--- src/hdl/klWordPkg.sv ---
package klWordPkg;

  ////////////////////
  // Machine word types

  // Full 36-bit word
  // Bit 0 is the most significant bit, as the processor numbers it
  typedef logic [0:35] wordT;

  // Left or right half of a word
  // The left half is word bits 0 to 17, the right half bits 18 to 35
  typedef logic [0:17] halfT;

  // Physical memory address as carried in a right half
  typedef logic [0:17] addrT;

  ////////////////////
  // Image file types

  // One byte of the bootstrap image file
  // Five of these carry one word, the last one only half used
  typedef logic [7:0] fileByteT;

endpackage

--- src/hdl/ebusDiagPkg.sv ---
package ebusDiagPkg;
  import klWordPkg::*;

  ////////////////////
  // Diagnostic functions

  // Codes are octal, as listed for the clock and reset logic
  typedef enum logic [6:0] {
    stopClock               = 7'o000,
    startClock              = 7'o001,
    stepClock               = 7'o002,
    condStep                = 7'o004,
    clrReset                = 7'o006,
    setReset                = 7'o007,
    clrRun                  = 7'o010,
    clrBurstCtrRh           = 7'o042,
    clrBurstCtrLh           = 7'o043,
    clrClkSrcRate           = 7'o044,
    setEboxClkDisables      = 7'o045,
    resetParRegs            = 7'o046,
    clrMboxdisParchkErrstop = 7'o047,
    enableKl                = 7'o067,
    initChannels            = 7'o070,
    writeMbox               = 7'o071,
    ebusLoad                = 7'o076,
    // Shown on the bus whenever no strobe is active
    idle                    = 7'o177
  } diagFuncT;

  // What the front end drives onto the diagnostic bus
  typedef struct packed {
    logic     diagStrobe;
    diagFuncT func;
    halfT     rh;
  } ebusDiagT;

  // Quiet bus, strobe low and no operand
  localparam ebusDiagT EbusIdle = '{diagStrobe: 1'b0, func: idle, rh: '0};

  // One requested function with its operand
  typedef struct packed {
    diagFuncT func;
    halfT     rh;
  } diagReqT;

  // One word written into processor memory
  typedef struct packed {
    logic valid;
    addrT addr;
    wordT data;
  } memWriteT;

  ////////////////////
  // State machines

  typedef enum logic [1:0] {seqIdle, seqSingle, seqResetList, seqWaitDone} seqStateT;

  typedef enum logic [1:0] {strobeIdle, strobeHold, strobeRecover} strobeStateT;

  typedef enum logic [1:0] {ldHeader, ldData, ldDone} loadStateT;

endpackage

--- src/hdl/apbConsoleRegs.sv ---
`timescale 1ns/100ps

module apbConsoleRegs
  import klWordPkg::*;
  import ebusDiagPkg::*;
(
  input  logic        CLK,
  input  logic        reset,
  input  logic        pSel,
  input  logic        pEnable,
  input  logic        pWrite,
  input  logic [7:0]  pAddr,
  input  logic [31:0] pWData,
  output logic [31:0] pRData,
  output logic        pReady,
  input  logic        busy,
  input  logic        loadDone,
  input  addrT        minAddr,
  input  addrT        maxAddr,
  input  wordT        startWord,
  output diagReqT     cmdReq,
  output logic        singleGo,
  output logic        resetGo,
  output logic        byteValid,
  output logic        restart,
  output fileByteT    byteIn
);

  logic access;
  logic ctrlWr;
  logic startsCmd;
  logic resetPending;
  logic resetDone;

  ////////////////////
  // Access decode

  assign access    = pSel && pEnable;
  assign ctrlWr    = access && pWrite && (pAddr == 8'h00);
  // Bit 0 is master reset, bit 1 is single function
  assign startsCmd = pWData[0] || pWData[1];

  // Stall a command write until the sequencer is free
  assign pReady    = !(ctrlWr && startsCmd && busy);

  // CTRL pulses only fire on the completing cycle
  assign resetGo   = ctrlWr && pReady && pWData[0];
  assign singleGo  = ctrlWr && pReady && pWData[1];
  assign restart   = ctrlWr && pReady && pWData[2];

  // BOOTBYTE goes straight to the packer
  assign byteValid = access && pWrite && (pAddr == 8'h08);
  assign byteIn    = pWData[7:0];

  // DIAGCMD register
  always_ff @(posedge CLK) begin
    if (access && pWrite && (pAddr == 8'h04)) begin
      cmdReq.func <= diagFuncT'(pWData[24:18]);
      cmdReq.rh   <= pWData[17:0];
    end
  end

  ////////////////////
  // Master reset done

  // Pending from the go pulse until busy drops again
  always_ff @(posedge CLK) begin
    if (reset) begin
      resetPending <= 1'b0;
      resetDone    <= 1'b0;
    end else if (resetGo) begin
      resetPending <= 1'b1;
      resetDone    <= 1'b0;
    end else if (resetPending && !busy) begin
      resetPending <= 1'b0;
      resetDone    <= 1'b1;
    end
  end

  ////////////////////
  // Read mux

  always_comb begin
    case (pAddr)
      8'h04:   pRData = {7'b0, cmdReq.func, cmdReq.rh};
      8'h0C:   pRData = {29'b0, resetDone, loadDone, busy};
      8'h10:   pRData = {14'b0, minAddr};
      8'h14:   pRData = {14'b0, maxAddr};
      8'h18:   pRData = {14'b0, startWord[0:17]};
      8'h1C:   pRData = {14'b0, startWord[18:35]};
      // CTRL and BOOTBYTE read as zero
      default: pRData = '0;
    endcase
  end

endmodule

--- src/hdl/diagCommandSeq.sv ---
`timescale 1ns/100ps

module diagCommandSeq
  import ebusDiagPkg::*;
(
  input  logic    CLK,
  input  logic    reset,
  input  diagReqT cmdReq,
  input  logic    singleGo,
  input  logic    resetGo,
  output logic    busy,
  output diagReqT fnReq,
  output logic    fnStart,
  input  logic    fnReady
);

  ////////////////////
  // Master reset list

  // Same order as the front end's reset routine
  localparam diagReqT ResetList [0:16] = '{
    '{clrRun,                  18'o000000},
    // External clock, no divider
    '{clrClkSrcRate,           18'o000010},
    '{stopClock,               18'o000000},
    '{setReset,                18'o000000},
    '{resetParRegs,            18'o000000},
    '{clrMboxdisParchkErrstop, 18'o000000},
    '{clrBurstCtrRh,           18'o000000},
    '{clrBurstCtrLh,           18'o000000},
    '{setEboxClkDisables,      18'o000000},
    '{startClock,              18'o000000},
    '{initChannels,            18'o000000},
    '{clrBurstCtrRh,           18'o000000},
    '{condStep,                18'o000000},
    '{clrReset,                18'o000000},
    '{enableKl,                18'o000000},
    '{ebusLoad,                18'o000000},
    // Memory reset through the MBOX
    '{writeMbox,               18'o000012}
  };

  seqStateT state;
  logic [4:0] stepIdx;
  // Host command captured at go, DIAGCMD may change meanwhile
  diagReqT singleCmd;

  always_ff @(posedge CLK) begin
    if (reset) begin
      state   <= seqIdle;
      stepIdx <= '0;
    end else begin
      case (state)
        seqIdle:
          // Master reset wins if both bits are written together
          if (resetGo) begin
            state   <= seqResetList;
            stepIdx <= '0;
          end else if (singleGo) begin
            state <= seqSingle;
          end
        seqSingle:
          if (fnReady) state <= seqWaitDone;
        seqResetList:
          if (fnReady) begin
            if (stepIdx == 5'd16) state <= seqWaitDone;
            else stepIdx <= stepIdx + 5'd1;
          end
        // Hold busy until the last recovery gap has passed
        seqWaitDone:
          if (fnReady) state <= seqIdle;
        default:
          state <= seqIdle;
      endcase
    end
  end

  always_ff @(posedge CLK) begin
    if (state == seqIdle && singleGo) singleCmd <= cmdReq;
  end

  assign busy    = (state != seqIdle);
  assign fnStart = fnReady && (state == seqSingle || state == seqResetList);
  assign fnReq   = (state == seqSingle) ? singleCmd : ResetList[stepIdx];

endmodule

--- src/hdl/diagStrobeGen.sv ---
`timescale 1ns/100ps

module diagStrobeGen
  import ebusDiagPkg::*;
#(
  parameter int StrobeCycles   = 9,
  parameter int RecoveryCycles = 4
) (
  input  logic     CLK,
  input  logic     reset,
  input  diagReqT  fnReq,
  input  logic     fnStart,
  output logic     fnReady,
  output ebusDiagT ebusDiag
);

  // Wide enough for the longer of the two intervals
  localparam int MaxCycles  = (StrobeCycles > RecoveryCycles) ? StrobeCycles : RecoveryCycles;
  localparam int CountWidth = $clog2(MaxCycles + 1);

  strobeStateT state;
  logic [CountWidth-1:0] count;

  // New function accepted only between recovery gaps
  assign fnReady = (state == strobeIdle);

  always_ff @(posedge CLK) begin
    if (reset) begin
      state    <= strobeIdle;
      count    <= '0;
      ebusDiag <= EbusIdle;
    end else begin
      case (state)
        strobeIdle:
          if (fnStart) begin
            state    <= strobeHold;
            count    <= CountWidth'(StrobeCycles - 1);
            ebusDiag <= '{diagStrobe: 1'b1, func: fnReq.func, rh: fnReq.rh};
          end
        strobeHold:
          // Drop strobe, function and operand together
          if (count == '0) begin
            state    <= strobeRecover;
            count    <= CountWidth'(RecoveryCycles - 1);
            ebusDiag <= EbusIdle;
          end else begin
            count <= count - 1'b1;
          end
        strobeRecover:
          if (count == '0) state <= strobeIdle;
          else count <= count - 1'b1;
        default:
          state <= strobeIdle;
      endcase
    end
  end

endmodule

--- src/hdl/exeWordPacker.sv ---
`timescale 1ns/100ps

module exeWordPacker
  import klWordPkg::*;
(
  input  logic     CLK,
  input  logic     reset,
  input  logic     restart,
  input  logic     byteValid,
  input  fileByteT byteIn,
  output wordT     word,
  output logic     wordValid
);

  // Position of the next byte within the five byte group
  logic [2:0] byteCnt;

  always_ff @(posedge CLK) begin
    if (reset || restart) begin
      byteCnt   <= '0;
      wordValid <= 1'b0;
    end else begin
      wordValid <= 1'b0;
      if (byteValid) begin
        if (byteCnt == 3'd4) begin
          byteCnt   <= '0;
          wordValid <= 1'b1;
        end else begin
          byteCnt <= byteCnt + 3'd1;
        end
      end
    end
  end

  // Big end first, fifth byte gives only its upper nibble
  always_ff @(posedge CLK) begin
    if (byteValid) begin
      case (byteCnt)
        3'd0:    word[0:7]   <= byteIn;
        3'd1:    word[8:15]  <= byteIn;
        3'd2:    word[16:23] <= byteIn;
        3'd3:    word[24:31] <= byteIn;
        default: word[32:35] <= byteIn[7:4];
      endcase
    end
  end

endmodule

--- src/hdl/feBootTop.sv ---
`timescale 1ns/100ps

module feBootTop
  import klWordPkg::*;
  import ebusDiagPkg::*;
#(
  parameter int StrobeCycles   = 9,
  parameter int RecoveryCycles = 4
) (
  input  logic        CLK,
  input  logic        reset,
  // Host side, APB slave
  input  logic        pSel,
  input  logic        pEnable,
  input  logic        pWrite,
  input  logic [7:0]  pAddr,
  input  logic [31:0] pWData,
  output logic [31:0] pRData,
  output logic        pReady,
  // Processor side
  output ebusDiagT    ebusDiag,
  output memWriteT    memWrite
);

  // Host register block to command sequencer
  diagReqT  cmdReq;
  logic     singleGo;
  logic     resetGo;
  logic     busy;

  // Command sequencer to strobe generator
  diagReqT  fnReq;
  logic     fnStart;
  logic     fnReady;

  // Image byte path
  fileByteT byteIn;
  logic     byteValid;
  logic     restart;
  wordT     word;
  logic     wordValid;

  // Loader results back to the host
  logic     loadDone;
  addrT     minAddr;
  addrT     maxAddr;
  wordT     startWord;

  apbConsoleRegs regs_i (.*);

  diagCommandSeq seq_i (.*);

  diagStrobeGen #(
    .StrobeCycles  (StrobeCycles),
    .RecoveryCycles(RecoveryCycles)
  ) strobe_i (.*);

  exeWordPacker packer_i (.*);

  iowdLoader loader_i (.*);

endmodule

--- src/hdl/iowdLoader.sv ---
`timescale 1ns/100ps

module iowdLoader
  import klWordPkg::*;
  import ebusDiagPkg::*;
(
  input  logic     CLK,
  input  logic     reset,
  input  logic     restart,
  input  logic     wordValid,
  input  wordT     word,
  output memWriteT memWrite,
  output logic     loadDone,
  output addrT     minAddr,
  output addrT     maxAddr,
  output wordT     startWord
);

  loadStateT state;
  // Data words still to come in this block
  halfT remain;
  // Next load address
  addrT loadAddr;
  logic memValid;
  addrT memAddr;
  wordT memData;

  ////////////////////
  // Block parser

  always_ff @(posedge CLK) begin
    if (reset || restart) begin
      state     <= ldHeader;
      remain    <= '0;
      loadAddr  <= '0;
      memValid  <= 1'b0;
      loadDone  <= 1'b0;
      minAddr   <= '1;
      maxAddr   <= '0;
      startWord <= '0;
    end else begin
      memValid <= 1'b0;
      if (wordValid) begin
        case (state)
          ldHeader:
            // Negative left half is an IOWD, count is its two's complement
            if (word[0]) begin
              remain   <= -word[0:17];
              loadAddr <= word[18:35];
              state    <= ldData;
            end else begin
              // Anything else ends the image with the start word
              startWord <= word;
              loadDone  <= 1'b1;
              state     <= ldDone;
            end
          ldData: begin
            memValid <= 1'b1;
            loadAddr <= loadAddr + 1'b1;
            if (loadAddr < minAddr) minAddr <= loadAddr;
            if (loadAddr > maxAddr) maxAddr <= loadAddr;
            remain <= remain - 1'b1;
            if (remain == 18'd1) state <= ldHeader;
          end
          // Trailing bytes after the start word are dropped
          default: ;
        endcase
      end
    end
  end

  // Write payload follows the data word
  always_ff @(posedge CLK) begin
    if (wordValid && state == ldData) begin
      memAddr <= loadAddr;
      memData <= word;
    end
  end

  assign memWrite = '{valid: memValid, addr: memAddr, data: memData};

endmodule

--- config.mk ---
export PLATFORM = sky130hd
export DESIGN_NAME = feBootTop
export DESIGN_NICKNAME = d
export VERILOG_FILES = /design/src/hdl/klWordPkg.sv /design/src/hdl/ebusDiagPkg.sv /design/src/hdl/apbConsoleRegs.sv /design/src/hdl/diagCommandSeq.sv /design/src/hdl/diagStrobeGen.sv /design/src/hdl/exeWordPacker.sv /design/src/hdl/feBootTop.sv /design/src/hdl/iowdLoader.sv
export SDC_FILE = /design/constraint.sdc
export NUM_CORES = 1
export LEC_CHECK = 0
export ABC_AREA = 1
export BUFFER_PORTS_ARGS = -buffer_cell sky130_fd_sc_hd__buf_2
export CORE_MARGIN = 2
export CORE_UTILIZATION = 25
export DETAILED_ROUTE_END_ITERATION = 16
export PLACE_DENSITY_LB_ADDON = 0.25
export SLEW_MARGIN = 30
export SYNTH_ARGS = -nofsm -noshare
export SYNTH_HDL_FRONTEND = slang
export SYNTH_SLANG_ARGS = --single-unit
--- constraint.sdc ---
create_clock -name CLK -period 6.3 [get_ports CLK]
set_clock_uncertainty 0.15 [all_clocks]
set_input_delay 1.26 -clock CLK [delete_from_list [all_inputs] [get_ports CLK]]
set_output_delay 1.26 -clock CLK [all_outputs]
set_load 0.005 [all_outputs]
==> results of run 1 <==
[cells by family (layout without fill, tap and decap cells)]
logic type | count (synthesis) | in the layout
fa+ha+maj | 58 | 58
buf+inv | 244 | 388
simple gates | 759 | 759
flops | 296 | 296
xor+xnor | 12 | 12
other cells | 1 | 7
compound gates | 278 | 278
[layout make-up]
class                      count  area, um^2  share of cell area, %
clock buffer                  48        1040                   6.19
clock inverter                22         226                   1.35
inverter                     165         622                   3.71
multi-input combinational   1114        5820                   34.7
sequential                   296        7330                   43.7
tap                          756         946                   5.64
timing repair buffer         153         788                   4.70
[state kept, by name, indices dropped and copies added, names as in the netlist, 2 cells and up]
name,count
loader_i.memData,36
loader_i.state,2
strobe_i.count,4
loader_i.remain,18
loader_i.memAddr,18
loader_i.loadAddr,18
loader_i.minAddr,18
loader_i.startWord,35
seq_i.singleCmd,25
seq_i.state,2
packer_i.word,36
loader_i.maxAddr,18
strobe_i.ebusDiag,26
regs_i.cmdReq,25
seq_i.stepIdx,5
strobe_i.state,2
packer_i.byteCnt,3
[cells in the final DEF (no fill, tap or decap), drive strengths merged]
cell      netlist  final
nand2         338    338
nor2          183    183
inv           163    168
nand3         158    158
dfxtp         156    156
buf            47    153
edfxtp        140    140
a21oi         130    130
o21ai          93     93
ha             58     58
nand4          49     49
clkbuf         32     48
nor3           24     24
a211oi         17     17
clkinv          2     13
o211ai         10     10
xor2            9      9
conb            1      7
o21a            6      6
o2111ai         4      4
o22ai           4      4
a31oi           4      4
and2            3      3
xnor2           3      3
bufinv          0      3
clkinvlp        0      3
a211o           2      2
or2             2      2
a21o            2      2
o21bai          2      2
nor3b           1      1
a2bb2oi         1      1
a22oi           1      1
o31ai           1      1
nor4            1      1
a32oi           1      1
[critical path, cell delays in order]
cell and delay (ns):
sky130_fd_sc_hd__buf_2 0.08, sky130_fd_sc_hd__nor2_1 0.04, sky130_fd_sc_hd__nand2_1 0.06, sky130_fd_sc_hd__nor2_2 0.03, sky130_fd_sc_hd__buf_4 0.23, sky130_fd_sc_hd__nand2_1 0.53, sky130_fd_sc_hd__nor2_1 0.08, sky130_fd_sc_hd__a211oi_1 0.60
sky130_fd_sc_hd__o21ai_0 0.19, sky130_fd_sc_hd__buf_2 0.18
[per-stage QoR]
stage	hold slack, ns	setup WS (ns)	utilization (%)	cells
global placement	0.285	1.62	27.6	2484
finish	0.301	1.58	29.9	2554
CTS	0.299	1.61	29.8	2554
floorplan	0.273	2.10	-	1654
detailed placement	0.290	1.59	27.6	2484
global route	0.322	1.52	29.9	2554
[worst paths after layout]
check	end	depth (start not counted)
max	pRData[6]	10
min	loader_i.loadDone$_SDFFE_PP0P_	2
max reg2reg	loader_i.memData[15]$_DFFE_PP_	6
min reg2reg	loader_i.loadDone$_SDFFE_PP0P_	2
[metal layers]
metal / global-route usage (%) / vias to the layer above
met5: 0 / -
met4: 5.85 / 0
met3: 2.87 / 78
met2: 24.6 / 325
met1: 20.8 / 5614
li1: - / 5818
[power by group]
| part | total [mW] | internal (mW) | leakage (nW) | switching [mW] |
|---|---|---|---|---|
| Clock | 2.21 | 1.31 | 0.617 | 0.900 |
| Combinational | 0.315 | 0.0991 | 3.50 | 0.216 |
| Sequential | 2.06 | 2.04 | 2.52 | 0.0257 |
| Total | 4.59 | 3.44 | 6.64 | 1.14 |
==> results.txt, run 1 <==
The data required time of the worst path came out at 4.89 ns. The commonest cells after synthesis are sky130_fd_sc_hd__nand2_1, sky130_fd_sc_hd__nor2_1, sky130_fd_sc_hd__dfxtp_1, sky130_fd_sc_hd__nand3_1, sky130_fd_sc_hd__inv_1. Global routing consumed, over all layers together, 15.4% of the routing resources. The number of nets in the final layout is 1871, and the total power after layout is 4.59 mW. After routing the design area is 16800 um^2. Clock-pin slew was measured on the worst setup and hold paths at 0.06 ns. The flow ran to the end, and the final reports show no timing, DRC or antenna violations. After clock tree synthesis, the flow added hold-fix buffers numbering 0. The clock net in this run drives a total of 296 sinks.

The number of iterations in the first detailed-routing pass is 5, and the post-CTS setup buffer count is 0. Counting flops with an async set or reset pin after synthesis yields a share of 0%. Total global routing overflow: 0.

The cell row count is 87. The min-delay analysis places its worst path in the category reg2reg. Post-route clock period utilization: 75.0%. The logs give 11.8k for the number of vias after detailed routing and 159 for the number of top-level pins. The Yosys step of the flow raised 0 warnings.

STA classifies the critical path startpoint as an input port. After synthesis, the largest family of logic cells by area is simple AND/OR/NAND/NOR gates. Reg-to-reg startpoint: loader_i.state[0]$_SDFFE_PP0P_. Sequential elements use 51.7% of the synthesized area. The first global-routing pass estimated 69.5 mm of wire. In this run the deepest clock path goes through 3 buffers. Dividing total power by cell area gives a power density of 274 nW/um^2. The routed wire length per instance was 18.0 um. Fraction of synthesized area in multiplexers: 0%. Tracing the worst setup path back leads to its startpoint at pAddr[7].

Area share of and/or/nand/nor cells after synthesis: 23.7%. In this run the standard cell core region covers 56200 um^2. The number of global-route vias before repair was 11.5k. The run gives 14200 um^2 as the post-synthesis instance area. Input and output buffers added on the ports amount to 144. Entering global routing, the biggest net connects 70 pins. The number of synthesized flops with an enable pin was 140; the number of DRC markers after the initial detailed-route iteration was 889. The count of mapped cells out of synthesis is 1648. For the number of maximum-capacitance constraint violations, the log shows 0. Library cell occupying the most area in the post-synthesis netlist: sky130_fd_sc_hd__edfxtp_1. The logs give 0 for the final hold violation count and 0.856 for the final RePlAce weighted congestion. The most instantiated library cell after synthesis was sky130_fd_sc_hd__nand2_1. The detail route stage leaves a number of antenna-violating nets equal to 0. The routed design uses 21.1 mm of met2 wire. In the synthesized netlist the dominant register cell turns out to be sky130_fd_sc_hd__dfxtp_1. In this run the top signal layer used is met4. Summed over all nets, the half-perimeter wirelength after detailed placement is 33.2 mm. The relative max-transition margin was 42.7%.

Setup violations remaining at the end of the flow were counted as 0. The post-synthesis adder-cell area fraction is 5.13%. Amount of wire on met3 after detailed routing: 2.36 mm. The number of antenna violations at the first check in global routing was 5; the post-synthesis sequential element count was 296. STA classifies the critical path endpoint as a primary output.

In the routed design, unresolved DRC markers number 0. Clock latency on the worst-skew pair, taken at its later pin, is 0.57 ns. In this run the mean area of a mapped cell was 8.59 um^2. The transition time of the tightest slew-check pin is 0.860 ns, and the top cell type's share of synthesized area is 29.7%. The detailed router put a total of 21.1 mm of wire on met1. The post-route netlist has 15.5% of its cells at a drive strength greater than 1. The chip width works out to 242 um. The kind of critical path is in2out. For the number of resized instances in the post-cts repair step, the log shows 0. The leakage power of the design came out at 6.64 nW.

Setup repair after global routing left no endpoint under its margin. TritonCTS built the clock tree. H-tree level count: 2. The number of antenna cells inserted came out at 0. Static timing analysis puts the maximum clock frequency at 212 MHz. Counting the fill cells in the layout gives 6048. Total routed wirelength: 46.0 mm.

The fraction of the mapped netlist area in compound gates is 11.2%, and the area after detailed placement is 15500 um^2. The tools report the root buffer cell as sky130_fd_sc_hd__clkbuf_16. The floorplan step defined a die boundary enclosing 58600 um^2. The number of max-slew violations in the final report is 0, and the shortest period the worst path allows is 4.72 ns. Using the TritonRoute via totals, the vias-per-cell ratio works out to 4.63. At the worst endpoint, the arrival time is 3.31 ns. Along the worst path, the maximum fanout reaches 38. The number of distinct library cell variants in the gate-level netlist after synthesis was 53; the largest vdd supply drop was 155 uV. The initial utilization of the core area, before any placement, comes to 25.2%. Summed over all failing endpoints, the final setup total negative slack is 0 ns. The startpoint identified for the worst hold timing path is loader_i.loadDone$_SDFFE_PP0P_. The die is 242 um tall. Sorting the synthesized cells by area gives the leading types as sky130_fd_sc_hd__edfxtp_1, sky130_fd_sc_hd__dfxtp_1, sky130_fd_sc_hd__nand2_1, sky130_fd_sc_hd__nand3_1, sky130_fd_sc_hd__ha_1. The number of CTS-inserted buffers was 38; the xor-xnor portion of the synthesized cell area was 0.742%.

In this run the register-to-register setup slack is 2.75 ns. From synthesis to final layout, the design area changed by 18.4%.
Power figures use the tool's default switching activity.
==> run 2: changes to the inputs <==
clock period = 4.6 ns   (was 6.3 ns; I/O delays follow)
==> run 2 against run 1 <==
Net effect: combinational power increased by 37%; clock power up 29%; total power up 33%; core utilization fell by 0.10 points; sequential power up 37%; sequential cell count stayed put; non-clock buffer count is 2 higher; setup slack lost 0.92 ns; first-iteration DRC count is 13% higher; register-to-register slack worse by 1.1 ns.
==> results.txt, run 2 (synthesis gave the netlist of run 1 again) <==
Walking the worst path, the cells encountered are buf_2 -> nor2_1 -> nand2_1 -> inv_1 -> nand2_1 -> inv_2 -> a211oi_1 -> o21ai_0 -> buf_2. Number of vias after detailed routing: 11.9k (+0.46%). Type of the tightest min-delay check: reg2reg. The CTS sink count was 296 (unchanged); the global-route usage over all layers was 15.6% (+0.15 points). STA classifies the critical path startpoint as an input port. The logs give 1007 (+13%) for the number of DRC markers after the initial detailed-route iteration and 0 (unchanged) for the number of maximum-capacitance constraint violations.

Final RePlAce weighted congestion: 0.885 (+3.3%). Final hold violation count: 0 (unchanged). TritonCTS built the clock tree. The cell row count came out at 87 (unchanged).

The flow ran to the end, and the final reports show no timing, DRC or antenna violations. The total setup violations reported at the end of the flow is 0 (unchanged). The number of iterations in the first detailed-routing pass was 5 (unchanged). Root buffer cell: sky130_fd_sc_hd__clkbuf_16. The critical path's largest stage delay was 0.59 ns (about the same); the share of total power in sequential cells was 46.3% (+1.3 points). The transition time of the tightest slew-check pin was 1.00 ns (+0.142 ns); the half-perimeter wire length of the detailed placement result was 33.5 mm (+1.0%). The tools report the final routed DRC violation total as 0 (unchanged).

The count of input and output buffers is 144 (unchanged), and the number of placed instances, taps included is 2486 (+0.081%). For the number of fillers in the final layout, the log shows 6001 (-0.78%). The clock latency on the worst-skew pair was 0.56 ns (about the same). The kind of critical path is in2out.

The chip width was 242 um (unchanged). Setup repair after global routing left no endpoint under its margin. The shortest period the worst path allows was 3.94 ns; the quantity of hold-fixing buffers added after cts was 0 (unchanged). The H-tree level count is 2 (unchanged).

The number of global-route vias before repair was 11.3k (-1.3%); the largest buffer count on any clock path was 3 (unchanged). STA classifies the critical path endpoint as a primary output. The die footprint was 58600 um^2 (unchanged); the clock-pin slew on the worst setup and hold paths was 0.06 ns (about the same). The sum of negative setup slack is 0 ns (unchanged), and the area of the core is 56200 um^2 (unchanged).

Leading cell type in the layout, fill and taps excluded: sky130_fd_sc_hd__nand2_1. The critical path buffer and inverter count was 4 (+1); the post-CTS setup buffer count was 0 (unchanged). The peak fanout along the critical path is 18 (-53%), and the post-placement setup slack is 0.551 ns (-1.04 ns).

The relative max-transition margin is 33.2% (-9.5 points). The largest registers in the layout are loader_i.memData x36, packer_i.word x36, loader_i.startWord x35. The global-route wire length before repair was 70.1 mm (+0.84%).

The cell internal power dissipation is 4.59 mW (+33%), and the largest vdd supply drop is 188 uV (+21%). The switching part of the total power works out to 24.8% (-0.10 points). The tools report the pin count of the biggest net entering global routing as 76 (+8.6%). The proportion of layout cells with a drive suffix above 1 came out at 15.1% (-0.36 points).

The run gives 6.11 mW (+33%) as the total power after layout. The critical path's slowest cell was sky130_fd_sc_hd__a211oi_1. Leaving out fill and tap cells, the most frequent cells in the layout are sky130_fd_sc_hd__nand2_1, sky130_fd_sc_hd__nor2_1, sky130_fd_sc_hd__nand3_1, sky130_fd_sc_hd__dfxtp_1, sky130_fd_sc_hd__inv_1. The run gives 1871 (unchanged) as the number of nets in the final layout. The run gives 36 (-5.3%) as the number of CTS-inserted buffers. The total routed wirelength was 46.6 mm (+1.3%). The tools report the final worst setup slack as 0.658 ns (-0.920 ns). The final cell count without fillers came out at 2553 (-0.039%). Family of cells with the greatest summed delay on the critical path: compound AO/OA/AOI/OAI gates. The detailed-route vias per instance is 4.66 (+0.50%), and the data arrival time of the critical path is 2.87 ns (-0.44 ns).

The area overhead of the layout relative to synthesis is 18.0%, and the routed wire length per instance is 18.3 um (+1.4%). The power per cell area is 366 nW/um^2 (+34%), and the initial core utilization is 25.2% (unchanged). The die height is 242 um (unchanged), and the smallest hold slack is 0.300 ns (-0.00167 ns). Based on the critical path, the design can be clocked at up to 254 MHz. The leakage power of the design is 6.62 nW (-0.33%), and the number of nets still failing antenna checks after routing is 0 (unchanged). For the part of the power in combinational logic, the log shows 7.1% (+0.2 points).

The number of max-slew violations in the final report was 0 (unchanged). The post-route clock period utilization came out at 85.7%. The run gives 3.53 ns (-1.36 ns) as the data required time of the worst path. The tools report the number of antenna violations at the first check in global routing as 3 (-2). The power spent charging and discharging nets is 1.51 mW (+33%).

The clock group share of total power was 46.6% (-1.5 points); the number of top-level pins was 159 (unchanged). The tools report the number of resized instances in the post-cts repair step as 0 (unchanged). The total global routing overflow was 0 (unchanged).
## run 2: power by group through the flow
stage / logic, mW / clock network, mW / registers [mW]
floorplan: 0.302 / 0 / 2.88
global placement: 0.431 / 0 / 2.88
detailed placement: 0.433 / 0 / 2.88
CTS: 0.436 / 2.94 / 2.83
global route: 0.491 / 3.05 / 2.83
finish: 0.432 / 2.85 / 2.83
## run 2: metrics by stage
step,utilization [%],instance area [um^2]
2_1_floorplan,-,14200
3_3_place_gp,27.7,15500
3_5_place_dp,27.7,15500
4_1_cts,29.7,16700
5_1_grt,29.7,16700
6_report,29.7,16700
## run 2: path summary, 6_finish.rpt
kind                                         start                                end  slack, ns  cells past startpoint
setup / recovery                          pAddr[5]                          pRData[6]       0.66                      9
hold / removal    regs_i.resetPending$_SDFFE_PP0P_   regs_i.resetPending$_SDFFE_PP0P_       0.30                      2
setup reg to reg     packer_i.wordValid$_SDFF_PP0_  loader_i.loadAddr[3]$_SDFFE_PP0P_       1.67                      8
hold reg to reg   regs_i.resetPending$_SDFFE_PP0P_   regs_i.resetPending$_SDFFE_PP0P_       0.30                      2
## run 2: final cells by class
cell class                 instances  area (um^2)  area share, %
sequential                       296         7330           43.8
multi-input combinational       1114         5810           34.8
clock buffer                      44          962           5.76
tap                              756          946           5.66
timing repair buffer             155          841           5.03
inverter                         165          621           3.71
clock inverter                    21          194           1.16
antenna                            2         5.00         0.0300
## run 2: routing by layer
layer	up-vias	share of wire, %	global-route usage [%]
met3	76	5.0	2.97
met1	5656	46	21.1
li1	5823	-	-
met4	0	2.8	5.21
met2	334	46	25.0
met5	-	0	0
## run 2: tightest hold or removal path, delay by kind of cell (launching register included)
| kind | cells | cell delay (ns) |
|---|---|---|
| buffers and inverters | 1 | 0.05 |
| AO/OA/AOI/OAI | 1 | 0.05 |
| flip-flops | 1 | 0.31 |
==> run 3: changes to the inputs <==
SYNTH_HIERARCHICAL = 1   (was unset)
==> run 3 against run 2 <==
Net effect: combinational power up 130%; setup slack better by 0.40 ns; sequential cell count unchanged; global-route usage down 0.81 points; area after synthesis up 4.9%; clock power down 2%; via count up 4.6%; total power up 8.9%; largest cell class unchanged.
==> results.txt, run 3 <==
The post-synthesis sequential element count came out at 296 (unchanged). The tree is rooted in a sky130_fd_sc_hd__clkbuf_16. The logs give 16100 um^2 (+3.8%) for the area after detailed placement and 0 ns (unchanged) for the sum of negative setup slack.

Leaving out fill and tap cells, the most frequent cell in the layout is sky130_fd_sc_hd__nand2_1. The tools report the wire length on met1 as 22.2 mm (+2.7%). The clock-pin slew on the worst setup and hold paths came out at 0.06 ns (about the same).

The final cell count without fillers came out at 2710 (+6.1%). The half-perimeter wire length of the detailed placement result was 33.5 mm (about the same). Setup repair after global routing left no endpoint under its margin. The tools report the total power after layout as 6.66 mW (+8.9%). For the number of placed instances, taps included, the log shows 2644 (+6.4%). The cell count along the critical path was 10 (+1); the number of DRC markers after the initial detailed-route iteration was 863 (-14%). The count of input and output buffers was 144 (unchanged). The total setup violations reported at the end of the flow came out at 0 (unchanged). The largest buffer count on any clock path was 3 (unchanged).

The die height is 248 um (+2.4%). Post-synthesis instance area: 14900 um^2 (+4.9%). For the global-route usage over all layers, the log shows 14.8% (-0.81 points). Critical path's largest stage delay: 0.47 ns (-0.12 ns).

The number of maximum-capacitance constraint violations was 0 (unchanged); the H-tree level count was 2 (unchanged). STA classifies the critical path startpoint as an input port. Sorting the synthesized cells by area gives the leading types as sky130_fd_sc_hd__edfxtp_1, sky130_fd_sc_hd__dfxtp_1, sky130_fd_sc_hd__nand2_1, sky130_fd_sc_hd__nand3_1, sky130_fd_sc_hd__ha_1.

The logs give 7.49 nW (+13%) for the leakage power of the design and 20.3 mm (-5.1%) for the wire length on met2. The tools report the post-placement setup slack as 1.08 ns (+0.534 ns). For the smallest hold slack, the log shows 0.300 ns (+0.000596 ns). The number of nets still failing antenna checks after routing is 0 (unchanged).

The number of top-level pins came out at 159 (unchanged). The most used flip-flop cell after synthesis is sky130_fd_sc_hd__dfxtp_1. The transition time of the tightest slew-check pin came out at 0.965 ns (-0.0367 ns). The shortest period the worst path allows is 3.54 ns (-0.400 ns). The post-route cell area came out at 17300 um^2 (+3.5%). The post-route clock period utilization is 77.0% (-8.7 points), and the area of the core is 58900 um^2 (+4.9%). The tools report the data arrival time of the critical path as 2.47 ns (-0.40 ns). Critical path capture point type: a primary output. The chip width was 248 um (+2.4%). Compared with the post-synthesis result, the final layout area differs by 16.4%. The number of antenna violations at the first check in global routing was 4 (+1); the power per cell area was 385 nW/um^2 (+5.3%). The peak fanout along the critical path is 19 (+1), and the final RePlAce weighted congestion is 0.843 (-4.7%). The relative max-transition margin was 35.3% (+2.0 points). Global-route wire length before repair: 69.6 mm (-0.72%).

The data required time of the worst path is 3.53 ns (about the same). The cell row count is 89 (+2.3%). The final hold violation count is 0 (unchanged). The tools report the CTS sink count as 296 (unchanged). The number of synthesized flops with an enable pin works out to 140 (unchanged). The amount of wire on met3 after detailed routing is 2.59 mm (+12%), and the total routed wirelength is 45.9 mm (-1.5%). The number of max-slew violations in the final report came out at 0 (unchanged).

The number of stages on the worst hold path was 0 (-2); the final routed DRC violation total was 0 (unchanged). The number of warnings printed during yosys synthesis was 6 (+6). The largest registers in the layout are loader_i/memData x36, packer_i/word x36, loader_i/startWord x35. For the post-CTS setup buffer count, the log shows 0 (unchanged).

After detailed routing, no signal wire sits above met4. Number of global-route vias before repair: 11.8k (+4.1%). The critical path's slowest cell is sky130_fd_sc_hd__nor2_4. The run finished with clean final reports. Mean post-synth cell area: 8.31 um^2 (-3.3%). The critical path goes through buf_2 -> inv_2 -> nand2_2 -> nor2_4 -> buf_4 -> nand3_1 -> nand2_1 -> nor2_1 -> nand2_1 -> buf_2. The number of vias after detailed routing was 12.4k (+4.6%); the number of nets in the final layout was 2014 (+7.6%). The pin count of the biggest net entering global routing came out at 78 (+2.6%).

The path class of the tightest hold or removal check is reg2reg. The tools report the number of resized instances in the post-cts repair step as 0 (unchanged). In this design, the largest share of critical-path delay is due to simple AND/OR/NAND/NOR gates. The commonest cells after synthesis are sky130_fd_sc_hd__nand2_1, sky130_fd_sc_hd__nand3_1, sky130_fd_sc_hd__inv_1.

The final worst setup slack is 1.06 ns (+0.400 ns). The top cell types in the final layout, fill and taps aside, are sky130_fd_sc_hd__nand2_1, sky130_fd_sc_hd__nand3_1, sky130_fd_sc_hd__inv_1. The run gives 49.3% (-2.4 points) as the share of the yosys chip area belonging to registers. Total global routing overflow: 0 (unchanged). The share of flip-flops with an asynchronous set or reset after synthesis was 0% (unchanged). The routed wire length per instance was 16.9 um (-7.2%); the die footprint was 61400 um^2 (+4.8%).

The top cell type's share of synthesized area works out to 28.3% (-1.4 points). In the post-synthesis netlist, the cell with the most instances is sky130_fd_sc_hd__nand2_1. The number of fillers in the final layout came out at 6261 (+4.3%). The count of mapped cells out of synthesis was 1788 (+8.5%).

The logs give 50 (-5.7%) for the number of distinct library cell variants in the gate-level netlist after synthesis and 29.4% (-0.39 points) for the post-route core utilization. The worst-case reg-to-reg path depth came out at 10 (+2). Of all cell types, the one taking the most synthesized area is sky130_fd_sc_hd__edfxtp_1. TritonCTS built the clock tree. The tools report the initial core utilization as 25.2% (about the same).

The largest vdd supply drop was 237 uV (+26%); the proportion of layout cells with a drive suffix above 1 was 16.2% (+1.1 points). The logs give 0.55 ns (about the same) for the clock latency on the worst-skew pair and 282 MHz (+11%) for the peak clock frequency supported by timing. The detailed-route vias per instance came out at 4.59 (-1.4%). By startpoint and endpoint, the worst setup path is classified as in2out. The quantity of hold-fixing buffers added after cts came out at 0 (unchanged).

The number of CTS-inserted buffers is 35 (-2.8%), and the critical path buffer and inverter count is 4 (unchanged). Number of iterations in the first detailed-routing pass: 6 (+1).
-- run 3: changes by cell type in the layout (fill, tap and decap cells not counted), moves of 7 or more --
| cell | delta |
|---|---|
| sky130_fd_sc_hd__inv_1 | +48 |
| sky130_fd_sc_hd__nor2_2 | +7 |
| sky130_fd_sc_hd__a21oi_1 | +17 |
| sky130_fd_sc_hd__nand3b_1 | +7 |
| sky130_fd_sc_hd__a211oi_1 | -13 |
| sky130_fd_sc_hd__nor3_1 | -10 |
| sky130_fd_sc_hd__nand2_1 | +58 |
| sky130_fd_sc_hd__nand3_1 | +60 |
| sky130_fd_sc_hd__nand4_1 | -35 |
| sky130_fd_sc_hd__o21ai_0 | -18 |
| sky130_fd_sc_hd__nand2_2 | +8 |
-- run 3: worst paths after layout --
path                          startpoint                            endpoint  slack [ns]
max                             pAddr[5]                           pRData[7]        1.06
min          regs_i/cmdReq[13]$_DFFE_PP_       seq_i/singleCmd[13]$_DFFE_PP_        0.30
max reg2reg  seq_i/state[1]$_SDFFE_PP0P_  loader_i/loadAddr[13]$_SDFFE_PP0P_        1.47
min reg2reg  regs_i/cmdReq[13]$_DFFE_PP_       seq_i/singleCmd[13]$_DFFE_PP_        0.30
-- run 3: area by class of cell --
cell class / instances / area [um^2] / area share (%)
Antenna cell: 2 / 5.00 / 0.0289
Clock buffer: 48 / 987 / 5.71
Clock inverter: 16 / 156 / 0.904
Inverter: 223 / 846 / 4.89
Multi-Input combinational cell: 1193 / 6160 / 35.6
Sequential cell: 296 / 7330 / 42.4
Tap cell: 773 / 967 / 5.59
Timing Repair Buffer: 159 / 846 / 4.89
-- run 3: logic make-up (layout without fill, tap and decap cells) --
group	count (synthesis)	count (layout)	synth area share, %
simple gates	860	860	26.0
compound gates	256	256	9.56
buf+inv	305	446	9.47
other cells	2	10	0.0506
flops	296	296	49.3
xor+xnor	8	8	0.472
fa+ha+maj	61	61	5.14
-- run 3: power breakdown --
part / internal (mW) / switching, mW
sequential: 2.81 / 0.0740
combinational: 0.325 / 0.671
clock: 1.63 / 1.15
total: 4.76 / 1.89
-- run 3: metal layers --
metal	up-vias	track usage [%]
met5	-	0
met4	0	3.58
met3	67	2.69
met2	330	23.2
met1	5929	20.9
li1	6112	-
